File: src/hw/ldpcDataPkg.sv
package ldpcDataPkg;

    typedef enum logic [1:0] {
        search   = 2'd0,
        verify   = 2'd1,
        locked   = 2'd2,
        flywheel = 2'd3
    } syncStateE;

    // Codes 2 and 3 behave as off.
    typedef enum logic [1:0] {
        derandOff   = 2'd0,
        derandCcsds = 2'd1
    } derandModeE;

    localparam logic [31:0] syncMarker = 32'h1ACFFC1D; // Attached sync marker.

    localparam int frameBitsShort = 2048;
    localparam int frameBitsLong  = 4096;

    localparam logic [1:0] rotNormal   = 2'd0;
    localparam logic [1:0] rotInverted = 2'd2; // 180-degree phase flip.

    localparam logic [7:0] pnSeed = 8'hFF;

endpackage

File: src/hw/ldpcRegPkg.sv
package ldpcRegPkg;

    // Word offsets on the 13-bit register bus.
    localparam logic [12:0] addrControl       = 13'd0;
    localparam logic [12:0] addrInverseMean   = 13'd1;
    localparam logic [12:0] addrOutputClkDiv  = 13'd2;
    localparam logic [12:0] addrStatus        = 13'd3; // Read only.
    localparam logic [12:0] addrDllCenterFreq = 13'd4;
    localparam logic [12:0] addrDllGains      = 13'd5;
    localparam logic [12:0] addrDllFdbkDiv    = 13'd6;

    // Control word field, bits 1:0.
    typedef enum logic [1:0] {
        rate12       = 2'd0,
        rate23       = 2'd1,
        rate45       = 2'd2,
        rateReserved = 2'd3
    } codeRateE;

endpackage
File: src/hw/ldpcTop.sv
module ldpcTop (
    input  logic                  busClk,
    input  logic                  rstN,
    input  logic                  cs,
    input  logic                  wr0,
    input  logic                  wr1,
    input  logic                  wr2,
    input  logic                  wr3,
    input  logic [12:0]           addr,
    input  logic [31:0]           dataIn,
    output logic [31:0]           dataOut,
    input  logic                  inBit,
    input  logic                  inBitValid,
    input  logic                  ldpcReady,
    output logic                  outBit,
    output logic                  outEn,
    output logic                  overflow,
    output ldpcRegPkg::codeRateE  codeRate,
    output logic [15:0]           inverseMeanMantissa,
    output logic [2:0]            inverseMeanExponent,
    output logic [31:0]           dllCenterFreq,
    output logic [4:0]            dllLoopGain,
    output logic [7:0]            dllFeedbackDivider
);
    import ldpcDataPkg::*;

    logic        ldpcRun;
    logic [10:0] syncThreshold;
    logic        codeLength4096;
    derandModeE  derandMode;
    logic        invertData;
    logic [15:0] outputEnClkDiv;
    logic        inSync;
    syncStateE   syncState;
    logic [1:0]  rotation;
    logic        dataBit;
    logic        dataValid;
    logic        frameStart;
    logic        derandBit;
    logic        derandValid;

    // Port names match the internal nets.
    ldpcRegs regs0 (.*);

    ldpcSyncDetect sync0 (.*);

    ldpcDerand derand0 (.*);

    ldpcOutputPacer pacer0 (.*);

endmodule

File: src/hw/ldpcOutputPacer.sv
module ldpcOutputPacer (
    input  logic        busClk,
    input  logic        rstN,
    input  logic        derandBit,
    input  logic        derandValid,
    input  logic [15:0] outputEnClkDiv,
    output logic        outBit,
    output logic        outEn,
    output logic        overflow
);
    logic [15:0] fifoMem;
    logic [3:0]  wrPtr;
    logic [3:0]  rdPtr;
    logic [4:0]  count;
    logic [15:0] divCnt;
    logic        full;
    logic        push;
    logic        pop;

    assign full = count[4]; // 16 entries held.
    assign push = derandValid && !full;
    assign pop  = (divCnt == 16'h0) && (count != 5'h0);

    always_ff @(posedge busClk or negedge rstN) begin
        if (!rstN) begin
            wrPtr    <= 4'h0;
            rdPtr    <= 4'h0;
            count    <= 5'h0;
            divCnt   <= 16'h0;
            outEn    <= 1'b0;
            overflow <= 1'b0;
        end else begin
            wrPtr    <= wrPtr + 4'(push);
            rdPtr    <= rdPtr + 4'(pop);
            count    <= count + 5'(push) - 5'(pop);
            outEn    <= pop;
            overflow <= overflow || (derandValid && full); // Sticky.
            if (pop) begin
                divCnt <= outputEnClkDiv;
            end else if (divCnt != 16'h0) begin
                divCnt <= divCnt - 16'h1;
            end
        end
    end

    always_ff @(posedge busClk) begin
        if (push) begin
            fifoMem[wrPtr] <= derandBit;
        end
        if (pop) begin
            outBit <= fifoMem[rdPtr];
        end
    end

endmodule

File: src/hw/ldpcDerand.sv
module ldpcDerand (
    input  logic                     busClk,
    input  logic                     rstN,
    input  logic                     dataBit,
    input  logic                     dataValid,
    input  logic                     frameStart,
    input  logic [1:0]               rotation,
    input  ldpcDataPkg::derandModeE  derandMode,
    input  logic                     invertData,
    output logic                     derandBit,
    output logic                     derandValid
);
    import ldpcDataPkg::*;

    logic [7:0] pnReg;
    logic [7:0] pnCur;
    logic       pnBit;
    logic       flip;

    // Frame start uses the seed directly for its own bit.
    assign pnCur = frameStart ? pnSeed : pnReg;
    assign pnBit = pnCur[7];
    assign flip  = (rotation == rotInverted) ^ invertData ^
                   ((derandMode == derandCcsds) && pnBit);

    // x^8+x^7+x^5+x^3+1, MSB is the current output.
    always_ff @(posedge busClk or negedge rstN) begin
        if (!rstN) begin
            pnReg <= pnSeed;
        end else if (dataValid) begin
            pnReg <= {pnCur[6:0], pnCur[7] ^ pnCur[4] ^ pnCur[2] ^ pnCur[0]};
        end
    end

    always_ff @(posedge busClk or negedge rstN) begin
        if (!rstN) begin
            derandValid <= 1'b0;
        end else begin
            derandValid <= dataValid;
        end
    end

    always_ff @(posedge busClk) begin
        if (dataValid) begin
            derandBit <= dataBit ^ flip;
        end
    end

endmodule

File: src/hw/ldpcSyncDetect.sv
module ldpcSyncDetect (
    input  logic                    busClk,
    input  logic                    rstN,
    input  logic                    inBit,
    input  logic                    inBitValid,
    input  logic                    ldpcRun,
    input  logic [10:0]             syncThreshold,
    input  logic                    codeLength4096,
    output logic                    inSync,
    output ldpcDataPkg::syncStateE  syncState,
    output logic [1:0]              rotation,
    output logic                    dataBit,
    output logic                    dataValid,
    output logic                    frameStart
);
    import ldpcDataPkg::*;

    logic [31:0] window;
    logic [31:0] nextWindow;
    logic [5:0]  matchTrue;
    logic [5:0]  matchComp;
    logic [5:0]  errTrue;
    logic [5:0]  errComp;
    logic        hitTrue;
    logic        hitComp;
    logic        markerHit;
    logic [1:0]  hitRot;
    logic        inMarker; // High while the 32 marker bits pass.
    logic [12:0] bitCnt;
    logic [12:0] frameLen;
    logic        lastBit;
    logic        issueBit;

    assign nextWindow = {window[30:0], inBit};
    assign matchTrue  = 6'($countones(~(nextWindow ^ syncMarker)));
    assign matchComp  = 6'($countones(nextWindow ^ syncMarker));
    assign errTrue    = 6'd32 - matchTrue;
    assign errComp    = 6'd32 - matchComp;
    assign hitTrue    = {5'h0, errTrue} <= syncThreshold;
    assign hitComp    = {5'h0, errComp} <= syncThreshold;
    assign markerHit  = hitTrue || hitComp;
    assign hitRot     = (errTrue <= errComp) ? rotNormal : rotInverted; // Closer polarity wins.

    assign frameLen = codeLength4096 ? 13'(frameBitsLong) : 13'(frameBitsShort);
    assign lastBit  = inMarker ? (bitCnt == 13'd31) : (bitCnt == frameLen - 13'd1);
    assign inSync   = (syncState == locked) || (syncState == flywheel);
    assign issueBit = inBitValid && ldpcRun && inSync && !inMarker;

    always_ff @(posedge busClk or negedge rstN) begin
        if (!rstN) begin
            window <= 32'h0;
        end else if (inBitValid) begin
            window <= nextWindow;
        end
    end

    always_ff @(posedge busClk or negedge rstN) begin
        if (!rstN) begin
            syncState <= search;
            rotation  <= rotNormal;
            inMarker  <= 1'b0;
            bitCnt    <= 13'h0;
        end else if (!ldpcRun) begin
            syncState <= search;
        end else if (inBitValid) begin
            if (syncState == search) begin
                if (markerHit) begin
                    syncState <= verify;
                    rotation  <= hitRot;
                    inMarker  <= 1'b0;
                    bitCnt    <= 13'h0;
                end
            end else if (lastBit) begin
                bitCnt   <= 13'h0;
                inMarker <= !inMarker;
                if (inMarker && markerHit) begin
                    syncState <= locked;
                    rotation  <= hitRot;
                end else if (inMarker) begin
                    syncState <= (syncState == locked) ? flywheel : search;
                end
            end else begin
                bitCnt <= bitCnt + 13'd1;
            end
        end
    end

    always_ff @(posedge busClk or negedge rstN) begin
        if (!rstN) begin
            dataValid  <= 1'b0;
            frameStart <= 1'b0;
        end else begin
            dataValid  <= issueBit;
            frameStart <= issueBit && (bitCnt == 13'h0); // First data bit.
        end
    end

    always_ff @(posedge busClk) begin
        if (inBitValid) begin
            dataBit <= inBit;
        end
    end

endmodule

File: src/hw/ldpcRegs.sv
module ldpcRegs (
    input  logic                     busClk,
    input  logic                     rstN,
    input  logic                     cs,
    input  logic                     wr0,
    input  logic                     wr1,
    input  logic                     wr2,
    input  logic                     wr3,
    input  logic [12:0]              addr,
    input  logic [31:0]              dataIn,
    input  logic                     inSync,
    input  ldpcDataPkg::syncStateE   syncState,
    input  logic [1:0]               rotation,
    input  logic                     ldpcReady,
    output logic [31:0]              dataOut,
    output logic                     codeLength4096,
    output ldpcRegPkg::codeRateE     codeRate,
    output ldpcDataPkg::derandModeE  derandMode,
    output logic [10:0]              syncThreshold,
    output logic [15:0]              inverseMeanMantissa,
    output logic [2:0]               inverseMeanExponent,
    output logic                     ldpcRun,
    output logic [15:0]              outputEnClkDiv,
    output logic                     invertData,
    output logic [31:0]              dllCenterFreq,
    output logic [4:0]               dllLoopGain,
    output logic [7:0]               dllFeedbackDivider
);
    import ldpcRegPkg::*;
    import ldpcDataPkg::*;

    always_ff @(posedge busClk or negedge rstN) begin
        if (!rstN) begin
            codeRate                 <= rate12;
            codeLength4096           <= 1'b0;
            derandMode               <= derandOff;
            invertData               <= 1'b0;
            inverseMeanMantissa[7:0] <= 8'h0;
            outputEnClkDiv[7:0]      <= 8'h0;
            dllCenterFreq[7:0]       <= 8'h0;
            dllLoopGain              <= 5'h0;
        end else if (cs && wr0) begin
            case (addr)
                addrControl: begin
                    codeRate       <= codeRateE'(dataIn[1:0]);
                    codeLength4096 <= dataIn[3];
                    derandMode     <= derandModeE'(dataIn[5:4]);
                    invertData     <= dataIn[7];
                end
                addrInverseMean:   inverseMeanMantissa[7:0] <= dataIn[7:0];
                addrOutputClkDiv:  outputEnClkDiv[7:0]      <= dataIn[7:0];
                addrDllCenterFreq: dllCenterFreq[7:0]       <= dataIn[7:0];
                addrDllGains:      dllLoopGain              <= dataIn[4:0];
                default: ;
            endcase
        end
    end

    always_ff @(posedge busClk or negedge rstN) begin
        if (!rstN) begin
            inverseMeanMantissa[15:8] <= 8'h0;
            outputEnClkDiv[15:8]      <= 8'h0;
            dllCenterFreq[15:8]       <= 8'h0;
        end else if (cs && wr1) begin
            case (addr)
                addrInverseMean:   inverseMeanMantissa[15:8] <= dataIn[15:8];
                addrOutputClkDiv:  outputEnClkDiv[15:8]      <= dataIn[15:8];
                addrDllCenterFreq: dllCenterFreq[15:8]       <= dataIn[15:8];
                default: ;
            endcase
        end
    end

    always_ff @(posedge busClk or negedge rstN) begin
        if (!rstN) begin
            syncThreshold[7:0]   <= 8'h0;
            inverseMeanExponent  <= 3'h0;
            dllCenterFreq[23:16] <= 8'h0;
            dllFeedbackDivider   <= 8'h0;
        end else if (cs && wr2) begin
            case (addr)
                addrControl:       syncThreshold[7:0]   <= dataIn[23:16];
                addrInverseMean:   inverseMeanExponent  <= dataIn[18:16];
                addrDllCenterFreq: dllCenterFreq[23:16] <= dataIn[23:16];
                addrDllFdbkDiv:    dllFeedbackDivider   <= dataIn[23:16];
                default: ;
            endcase
        end
    end

    always_ff @(posedge busClk or negedge rstN) begin
        if (!rstN) begin
            syncThreshold[10:8]  <= 3'h0;
            ldpcRun              <= 1'b0;
            dllCenterFreq[31:24] <= 8'h0;
        end else if (cs && wr3) begin
            case (addr)
                addrControl: begin
                    syncThreshold[10:8] <= dataIn[26:24];
                    ldpcRun             <= dataIn[31];
                end
                addrDllCenterFreq: dllCenterFreq[31:24] <= dataIn[31:24];
                default: ;
            endcase
        end
    end

    always_comb begin
        dataOut = 32'h0; // Idle bus reads zero.
        if (cs) begin
            case (addr)
                addrControl:       dataOut = {ldpcRun, 4'h0, syncThreshold, 8'h0,
                                              invertData, 1'b0, derandMode,
                                              codeLength4096, 1'b0, codeRate};
                addrInverseMean:   dataOut = {13'h0, inverseMeanExponent, inverseMeanMantissa};
                addrOutputClkDiv:  dataOut = {16'h0, outputEnClkDiv};
                addrStatus:        dataOut = {inSync, ldpcReady, 14'h0,
                                              6'h0, rotation, 6'h0, syncState};
                addrDllCenterFreq: dataOut = dllCenterFreq;
                addrDllGains,
                addrDllFdbkDiv:    dataOut = {8'h0, dllFeedbackDivider, 11'h0, dllLoopGain};
                default:           dataOut = 32'h0;
            endcase
        end
    end

endmodule

File: config.mk
export PLATFORM = sky130hd
export DESIGN_NAME = ldpcTop
export DESIGN_NICKNAME = d
export VERILOG_FILES = /design/src/hw/ldpcDataPkg.sv /design/src/hw/ldpcRegPkg.sv /design/src/hw/ldpcTop.sv /design/src/hw/ldpcOutputPacer.sv /design/src/hw/ldpcDerand.sv /design/src/hw/ldpcSyncDetect.sv /design/src/hw/ldpcRegs.sv
export SDC_FILE = /design/constraint.sdc
export NUM_CORES = 1
export LEC_CHECK = 0
export ABC_AREA = 1
export BUFFER_PORTS_ARGS = -buffer_cell sky130_fd_sc_hd__buf_2
export CAP_MARGIN = 40
export CORE_ASPECT_RATIO = 0.75
export CORE_UTILIZATION = 50
export CTS_BUF_LIST = sky130_fd_sc_hd__clkbuf_8
export DETAILED_ROUTE_END_ITERATION = 10
export PLACE_DENSITY = 0.76
export SKIP_LAST_GASP = 1
export SLEW_MARGIN = 20
export SYNTH_ARGS = -nofsm -noshare
export SYNTH_HDL_FRONTEND = slang
export SYNTH_SLANG_ARGS = --single-unit
File: constraint.sdc
create_clock -name busClk -period 6.98 [get_ports busClk]
set_input_delay 0 -clock busClk [delete_from_list [all_inputs] [get_ports busClk]]
set_output_delay 0 -clock busClk [all_outputs]
set_load 0.03 [all_outputs]
* Word level (Yosys, flattened, before mapping)
Cells that the tools add are included.
** Cells by class
- Reductions and logical operators :: 47
- Muxes and demuxes :: 31
- Bitwise operators :: 8
- Magnitude comparators :: 6
- Add/subtract/negate cells :: 71
- Equal/unequal tests :: 17
** Operator list (count)
- one-hot mux 32 bit (6 select lines) :: 1
- adder 6 bit :: 30
- adder 1 x 1 -> 2 bit :: 32
- two-way mux 13 bit :: 4
- == test 13 x 3 -> 1 bit, second input constant :: 3
- two-way mux 16 bit :: 2
- two-way mux 32 bit :: 1
- NOT 32 bit :: 1
- AND reduction 2 bit :: 14
- == test 13 x 2 -> 1 bit, second input constant :: 2
- zero test 13 bit :: 2
- two-way mux 2 bit :: 13
- <= comparator 6 x 11 -> 1 bit :: 2
- NOT 19 bit :: 1
- bitwise mux 16 bit :: 1
- zero test 16 bit :: 1
- nonzero test 16 bit :: 1
- subtractor 16 x 1 -> 16 bit, second input constant :: 1
- logical AND 1 bit :: 14
- adder 13 x 1 -> 13 bit, second input constant :: 1
- == test 13 x 1 -> 1 bit, second input constant :: 1
- == test 13 bit :: 1
- == test 13 x 5 -> 1 bit, second input constant :: 1
- subtractor 13 x 1 -> 13 bit, second input constant :: 1
- other kinds (28) :: 49
** Word-level totals
- Register bits after elaboration :: 208
- Output and inout port bits :: 101
- Input bits :: 55

* Longest topological paths before layout
- Word-level depth :: 16
- Depth in mapped cells :: 29
- Gate-level depth less buffers :: 29

* Hierarchy
Synthesis repeated with hierarchy kept, for this count alone.
** Second synthesis, totals
- Cell total of the unflattened synthesis :: 1623
- Area, all modules :: 13560.5 µm²
** By module, submodules not included
- ldpcSyncDetect :: times used 1, cells an instance 606, sequential area each 1281.2 µm², area an instance 5277.6 µm²
- ldpcRegs :: times used 1, cells an instance 642, sequential area each 2452.4 µm², area an instance 5122.4 µm²
- ldpcOutputPacer :: times used 1, cells an instance 319, sequential area each 1286.2 µm², area an instance 2686.3 µm²
- ldpcDerand :: times used 1, cells an instance 56, sequential area each 265.3 µm², area an instance 474.2 µm²

* Worst setup path before layout
Ideal clock, no wire load.
- Path type :: reg-to-reg
- From :: register sync0.window[29]
- To :: register sync0.bitCnt[3]
- Slack :: 1287 ps
- Stages on the path, launching flop included :: 25
- Library setup time :: 127 ps
- Arrival :: 5566 ps
- Buffers on the path :: 1
- Period minus slack after synthesis :: 5693 ps
- Cell sequence :: dfrtp_1 inv_1 ha_1 fa_1 fa_1 inv_1 fa_1 fa_1 inv_1 fa_1 fa_1 inv_1 fa_1 xnor2_1 inv_1 ha_1 nand2_1 nand2_1 a21boi_1 nand2_1 nand3_2 nor2_1 nor2_2 buf_2 o21ai_0
** On the way
- Cells in the longest elaborated chain, start to end :: 11
- Elaborated cells between the ends (all ways) :: 18
- Classes of those cells :: add/sub (12); order compare (2); eq/ne (1); bitwise (1); reduce/logical (2)
** RTL lines
- start, declared :: line ldpcSyncDetect.sv:18 : logic [31:0] window;
- start signal, assigned :: line ldpcSyncDetect.sv:53 : window <= nextWindow;
- NOT 32 bit :: line ldpcSyncDetect.sv:35 : assign matchTrue = 6'($countones(~(nextWindow ^ syncMarker)));
- adder 1 x 1 -> 2 bit (not written as such) :: line ldpcSyncDetect.sv:35
- adder 6 bit (not written as such) (4 in a row) :: line ldpcSyncDetect.sv:35
- subtractor 6 bit :: line ldpcSyncDetect.sv:37 : assign errTrue = 6'd32 - matchTrue;
- <= comparator 6 x 11 -> 1 bit :: line ldpcSyncDetect.sv:39 : assign hitTrue = {5'h0, errTrue} <= syncThreshold;
- logical OR 1 bit (*) :: line ldpcSyncDetect.sv:41 : assign markerHit = hitTrue || hitComp;
- != test 2 x 1 -> 1 bit (no source line) (*)
- AND reduction 3 bit (no source line) (*)
- end signal, assigned :: line ldpcSyncDetect.sv:83 : bitCnt <= bitCnt + 13'd1;
- end, declared :: line ldpcSyncDetect.sv:29 : logic [12:0] bitCnt;
Every way passes the cells marked *; elsewhere a longest branch is shown, timed or not.
A chain may end at the register's enable or synchronous reset.

* Final worst setup path
Same ends and word-level chain as after synthesis.

==> results.md <==
- Worst hold path class: in2async
- Clock sink count: 207
- Placer congestion estimate: 0.9082
- Worst Tran Pin Value: 645.6 ps
- Horizontal die dimension: 187.1 um
- Clk Latency, worst-skew pair: 550 ps
- Clock-pin slew reported for the worst setup and hold paths after clock tree synthesis: 60 ps
- Total wire length: 33330 um
- Number of buffers added by the clock tree synthesis step: 34
- Total of endpoints with negative setup slack in the final report: 0
- IO buf count: 155
- Share of the clock period used by the worst path after layout: 0.9058
- Leading register cell type out of synthesis: sky130_fd_sc_hd__dfrtp_1
- Crit-path most repeated cell: sky130_fd_sc_hd__fa_1
- Leading cell types by count after synthesis: sky130_fd_sc_hd__nand2_1, sky130_fd_sc_hd__inv_1, sky130_fd_sc_hd__dfrtp_1
- Number of vias per cell: 5.201
- Number of distinct library cell variants in the gate-level netlist after synthesis: 45
- Area leader, netlist: sky130_fd_sc_hd__dfrtp_1
- Post-synthesis instance area: 12850 um^2
- CP Data Required Time: 7420 ps
- Number of synthesized register bits: 207
- Fraction of layout instances using a drive strength above 1: 0.1619
- Sum Neg Setup Slack: 0 ps
- Proportion of netlist area held by the largest area contributor: 0.3504
- Number of enable-type register cells in the synthesized netlist: 19
- Critical path's largest stage delay: 550 ps
- Outcome: complete, no violations
- Wire length of the first global-routing pass: 55080 um
- Die Ht: 140.9 um
- Per-instance average area after synthesis: 8.496 um^2
- Number of H-tree branching levels: 2
- Worst clock skew: 35.90 ps
- Std-Cell Rows: 50
- Post-placement setup slack: 697.7 ps
- Minimum setup slack in the final design: 657.5 ps
- Number of global-route vias before repair: 10970
- Initial cell density of the core: 0.5124
- Fraction of the yosys area taken by sequential cells: 0.4111
- Slew Limit Headroom: 0.5691
- DRC violations left: 0
- TritonRoute pass-1 iters: 6
- Number of slew-limit violations in the final report: 0
- Highest Clock Rate: 0.1582 GHz
- Critical path launch point type: flip-flop
- Count leader, synth: sky130_fd_sc_hd__nand2_1
- RSZ-0062 raised after global routing: no
- # fillers: 2108
- Kind of end point of the critical path: flip-flop
- Arrival time at the worst endpoint: 6760 ps
- Initial antenna violation count: 0
- Cell at the slowest stage of the critical path: sky130_fd_sc_hd__fa_1
- Maximum number of pins on one net before global-route repair: 73
- Buffer count from post-CTS setup fixing: 0
- Fraction of registers with async set or reset after synthesis: 0.9082
- Inserted Diodes: 0
- Via count: 10850
- DRC violation total after the first TritonRoute iteration: 779
- Cell types with the largest area share after synthesis: sky130_fd_sc_hd__dfrtp_1, sky130_fd_sc_hd__nand2_1, sky130_fd_sc_hd__ha_1, sky130_fd_sc_hd__fa_1, sky130_fd_sc_hd__inv_1
- Final critical delay including setup and external delays: 6322 ps
- Core area: 25090 um^2
- Count of endpoints failing hold in the final timing report: 0
- Number of buffers between clock root and the deepest sink: 3
- Overall track demand over capacity in global routing: 0.2611
- Maxcap violations: 0
- Synth-to-Final Area Change: 17.82%
- Nets@finish: 1920
- Clk Tree Root Cell: sky130_fd_sc_hd__clkbuf_8
- TritonCTS clock tree: yes
- Post-detailed-placement half-perimeter wirelength: 24700 um
- Type of the worst setup path: reg2reg
- I/O Pins: 156
- Post-Synthesis Net Count: 1711
- Post-Syn Instances: 1513
- Detailed-route wire length per cell: 15.98 um
- DIE AREA: 26360 um^2
- Total number of yosys warnings: 0
- Number of antenna-violating nets in the routed design: 0
- Critical Path Fanout Max: 18
- Total grt overflow: 0
## cell families after synthesis
family,share of synthesized area
simple gates,0.1994
fa+ha+maj,0.1684
compound gates,0.1013
buf+inv,0.09655
flops,0.4111
xor+xnor,0.02317
## registers in the layout (all words and copies together), names as in the netlist, 2 cells and up
name and cells:
regs0.dllCenterFreq 32, sync0.window 31, pacer0.divCnt 16, pacer0.fifoMem 16
regs0.inverseMeanMantissa 16, regs0.outputEnClkDiv 16, sync0.bitCnt 13, regs0.syncThreshold 11
derand0.pnReg 8, regs0.dllFeedbackDivider 8, pacer0.count 5, regs0.dllLoopGain 5
pacer0.rdPtr 4, pacer0.wrPtr 4, regs0.inverseMeanExponent 3, regs0.codeRate 2
regs0.derandMode 2, sync0.syncState 2
## path summary, 6_finish.rpt
check	startpoint	end	slack [ps]	cells past startpoint
min in group busClk	wr0	regs0.derandMode[1]$_DFFE_PN0P_	60	3
hold / removal	rstN	sync0.window[18]$_DFFE_PN0P_	50	2
hold reg to reg	derand0.pnReg[5]$_DFFE_PN1P_	derand0.pnReg[5]$_DFFE_PN1P_	470	2
setup reg to reg	sync0.window[29]$_DFFE_PN0P_	sync0.bitCnt[3]$_DFFE_PN0P_	660	25
setup / recovery	sync0.window[29]$_DFFE_PN0P_	sync0.bitCnt[3]$_DFFE_PN0P_	660	25
max in group asynchronous	rstN	derand0.pnReg[6]$_DFFE_PN1P_	5830	4
## critical path, delay by kind of cell, from the launching register on
family,cells,cell delay (ps)
AND/OR/NAND/NOR,7,1080
adder cells (fa/ha/maj),10,3970
buffers and inverters,5,330
flip-flops,1,370
AO/OA/AOI/OAI,2,240
XOR/XNOR,1,250
## layer usage
metal / vias to the layer above / track usage / share of wire
li1: 5210 / - / -
met1: 5183 / 0.3582 / 0.44
met2: 389 / 0.4150 / 0.45
met3: 67 / 0.05925 / 0.083
met4: 0 / 0.07722 / 0.024
met5: - / 0 / 0
## timing repair
item                      CTS  global route
hold endpoints to repair  220             0
gates resized for setup     0             0
hold buffers               48             0
## final cells by class
type / instances / area, um^2 / area share
multi-input combinational: 997 / 6329 / 0.4178
sequential: 207 / 5285 / 0.3489
clock inverter: 18 / 110.1 / 0.007270
tap: 338 / 422.9 / 0.02792
clock buffer: 44 / 605.6 / 0.03998
inverter: 271 / 1017 / 0.06716
timing repair buffer: 211 / 1376 / 0.09087
## through the flow
| stage | hold WS [ps] | cells | cell area (um^2) | utilization |
|---|---|---|---|---|
| global placement | 206.8 | 1972 | 13870 | 0.5528 |
| CTS | 24.16 | 2085 | 15130 | 0.6033 |
| floorplan | -295.6 | 1513 | 12850 | - |
| detailed placement | 64.28 | 1975 | 13940 | 0.5556 |
| global route | 88.20 | 2086 | 15150 | 0.6037 |
| finish | 46.24 | 2086 | 15150 | 0.6037 |
## placed cells by master, fill, tap and decap left out, types with 2 or more instances in the layout
cell / instances
sky130_fd_sc_hd__nand2_1: 321
sky130_fd_sc_hd__inv_1: 277
sky130_fd_sc_hd__dfrtp_1: 180
sky130_fd_sc_hd__buf_2: 154
sky130_fd_sc_hd__nor2_1: 128
sky130_fd_sc_hd__ha_1: 93
sky130_fd_sc_hd__o21ai_0: 81
sky130_fd_sc_hd__nand3_1: 80
sky130_fd_sc_hd__o21ai_1: 55
sky130_fd_sc_hd__fa_1: 50
sky130_fd_sc_hd__dlygate4sd3_1: 48
sky130_fd_sc_hd__clkbuf_8: 45
sky130_fd_sc_hd__a21oi_1: 42
sky130_fd_sc_hd__o21ai_2: 28
sky130_fd_sc_hd__xor2_1: 20
sky130_fd_sc_hd__edfxtp_1: 19
sky130_fd_sc_hd__nand4_1: 15
sky130_fd_sc_hd__xnor2_1: 14
sky130_fd_sc_hd__nor3_1: 13
sky130_fd_sc_hd__dfstp_2: 8
sky130_fd_sc_hd__a31oi_1: 7
sky130_fd_sc_hd__nor2_2: 6
sky130_fd_sc_hd__nand3_2: 6
sky130_fd_sc_hd__inv_2: 5
sky130_fd_sc_hd__nand2_2: 4
sky130_fd_sc_hd__o211ai_1: 4
sky130_fd_sc_hd__clkinv_2: 4
sky130_fd_sc_hd__buf_4: 4
sky130_fd_sc_hd__nor2_4: 3
sky130_fd_sc_hd__o22ai_1: 3
sky130_fd_sc_hd__nor4_1: 3
sky130_fd_sc_hd__nand2_4: 2
sky130_fd_sc_hd__nor3_4: 2
sky130_fd_sc_hd__a22o_1: 2
sky130_fd_sc_hd__and2_1: 2
sky130_fd_sc_hd__o21bai_1: 2
sky130_fd_sc_hd__nor4_4: 2
sky130_fd_sc_hd__buf_16: 2
Power is not shown: default switching activity piles up to over one toggle a cycle in this logic, so the estimate is an artifact.
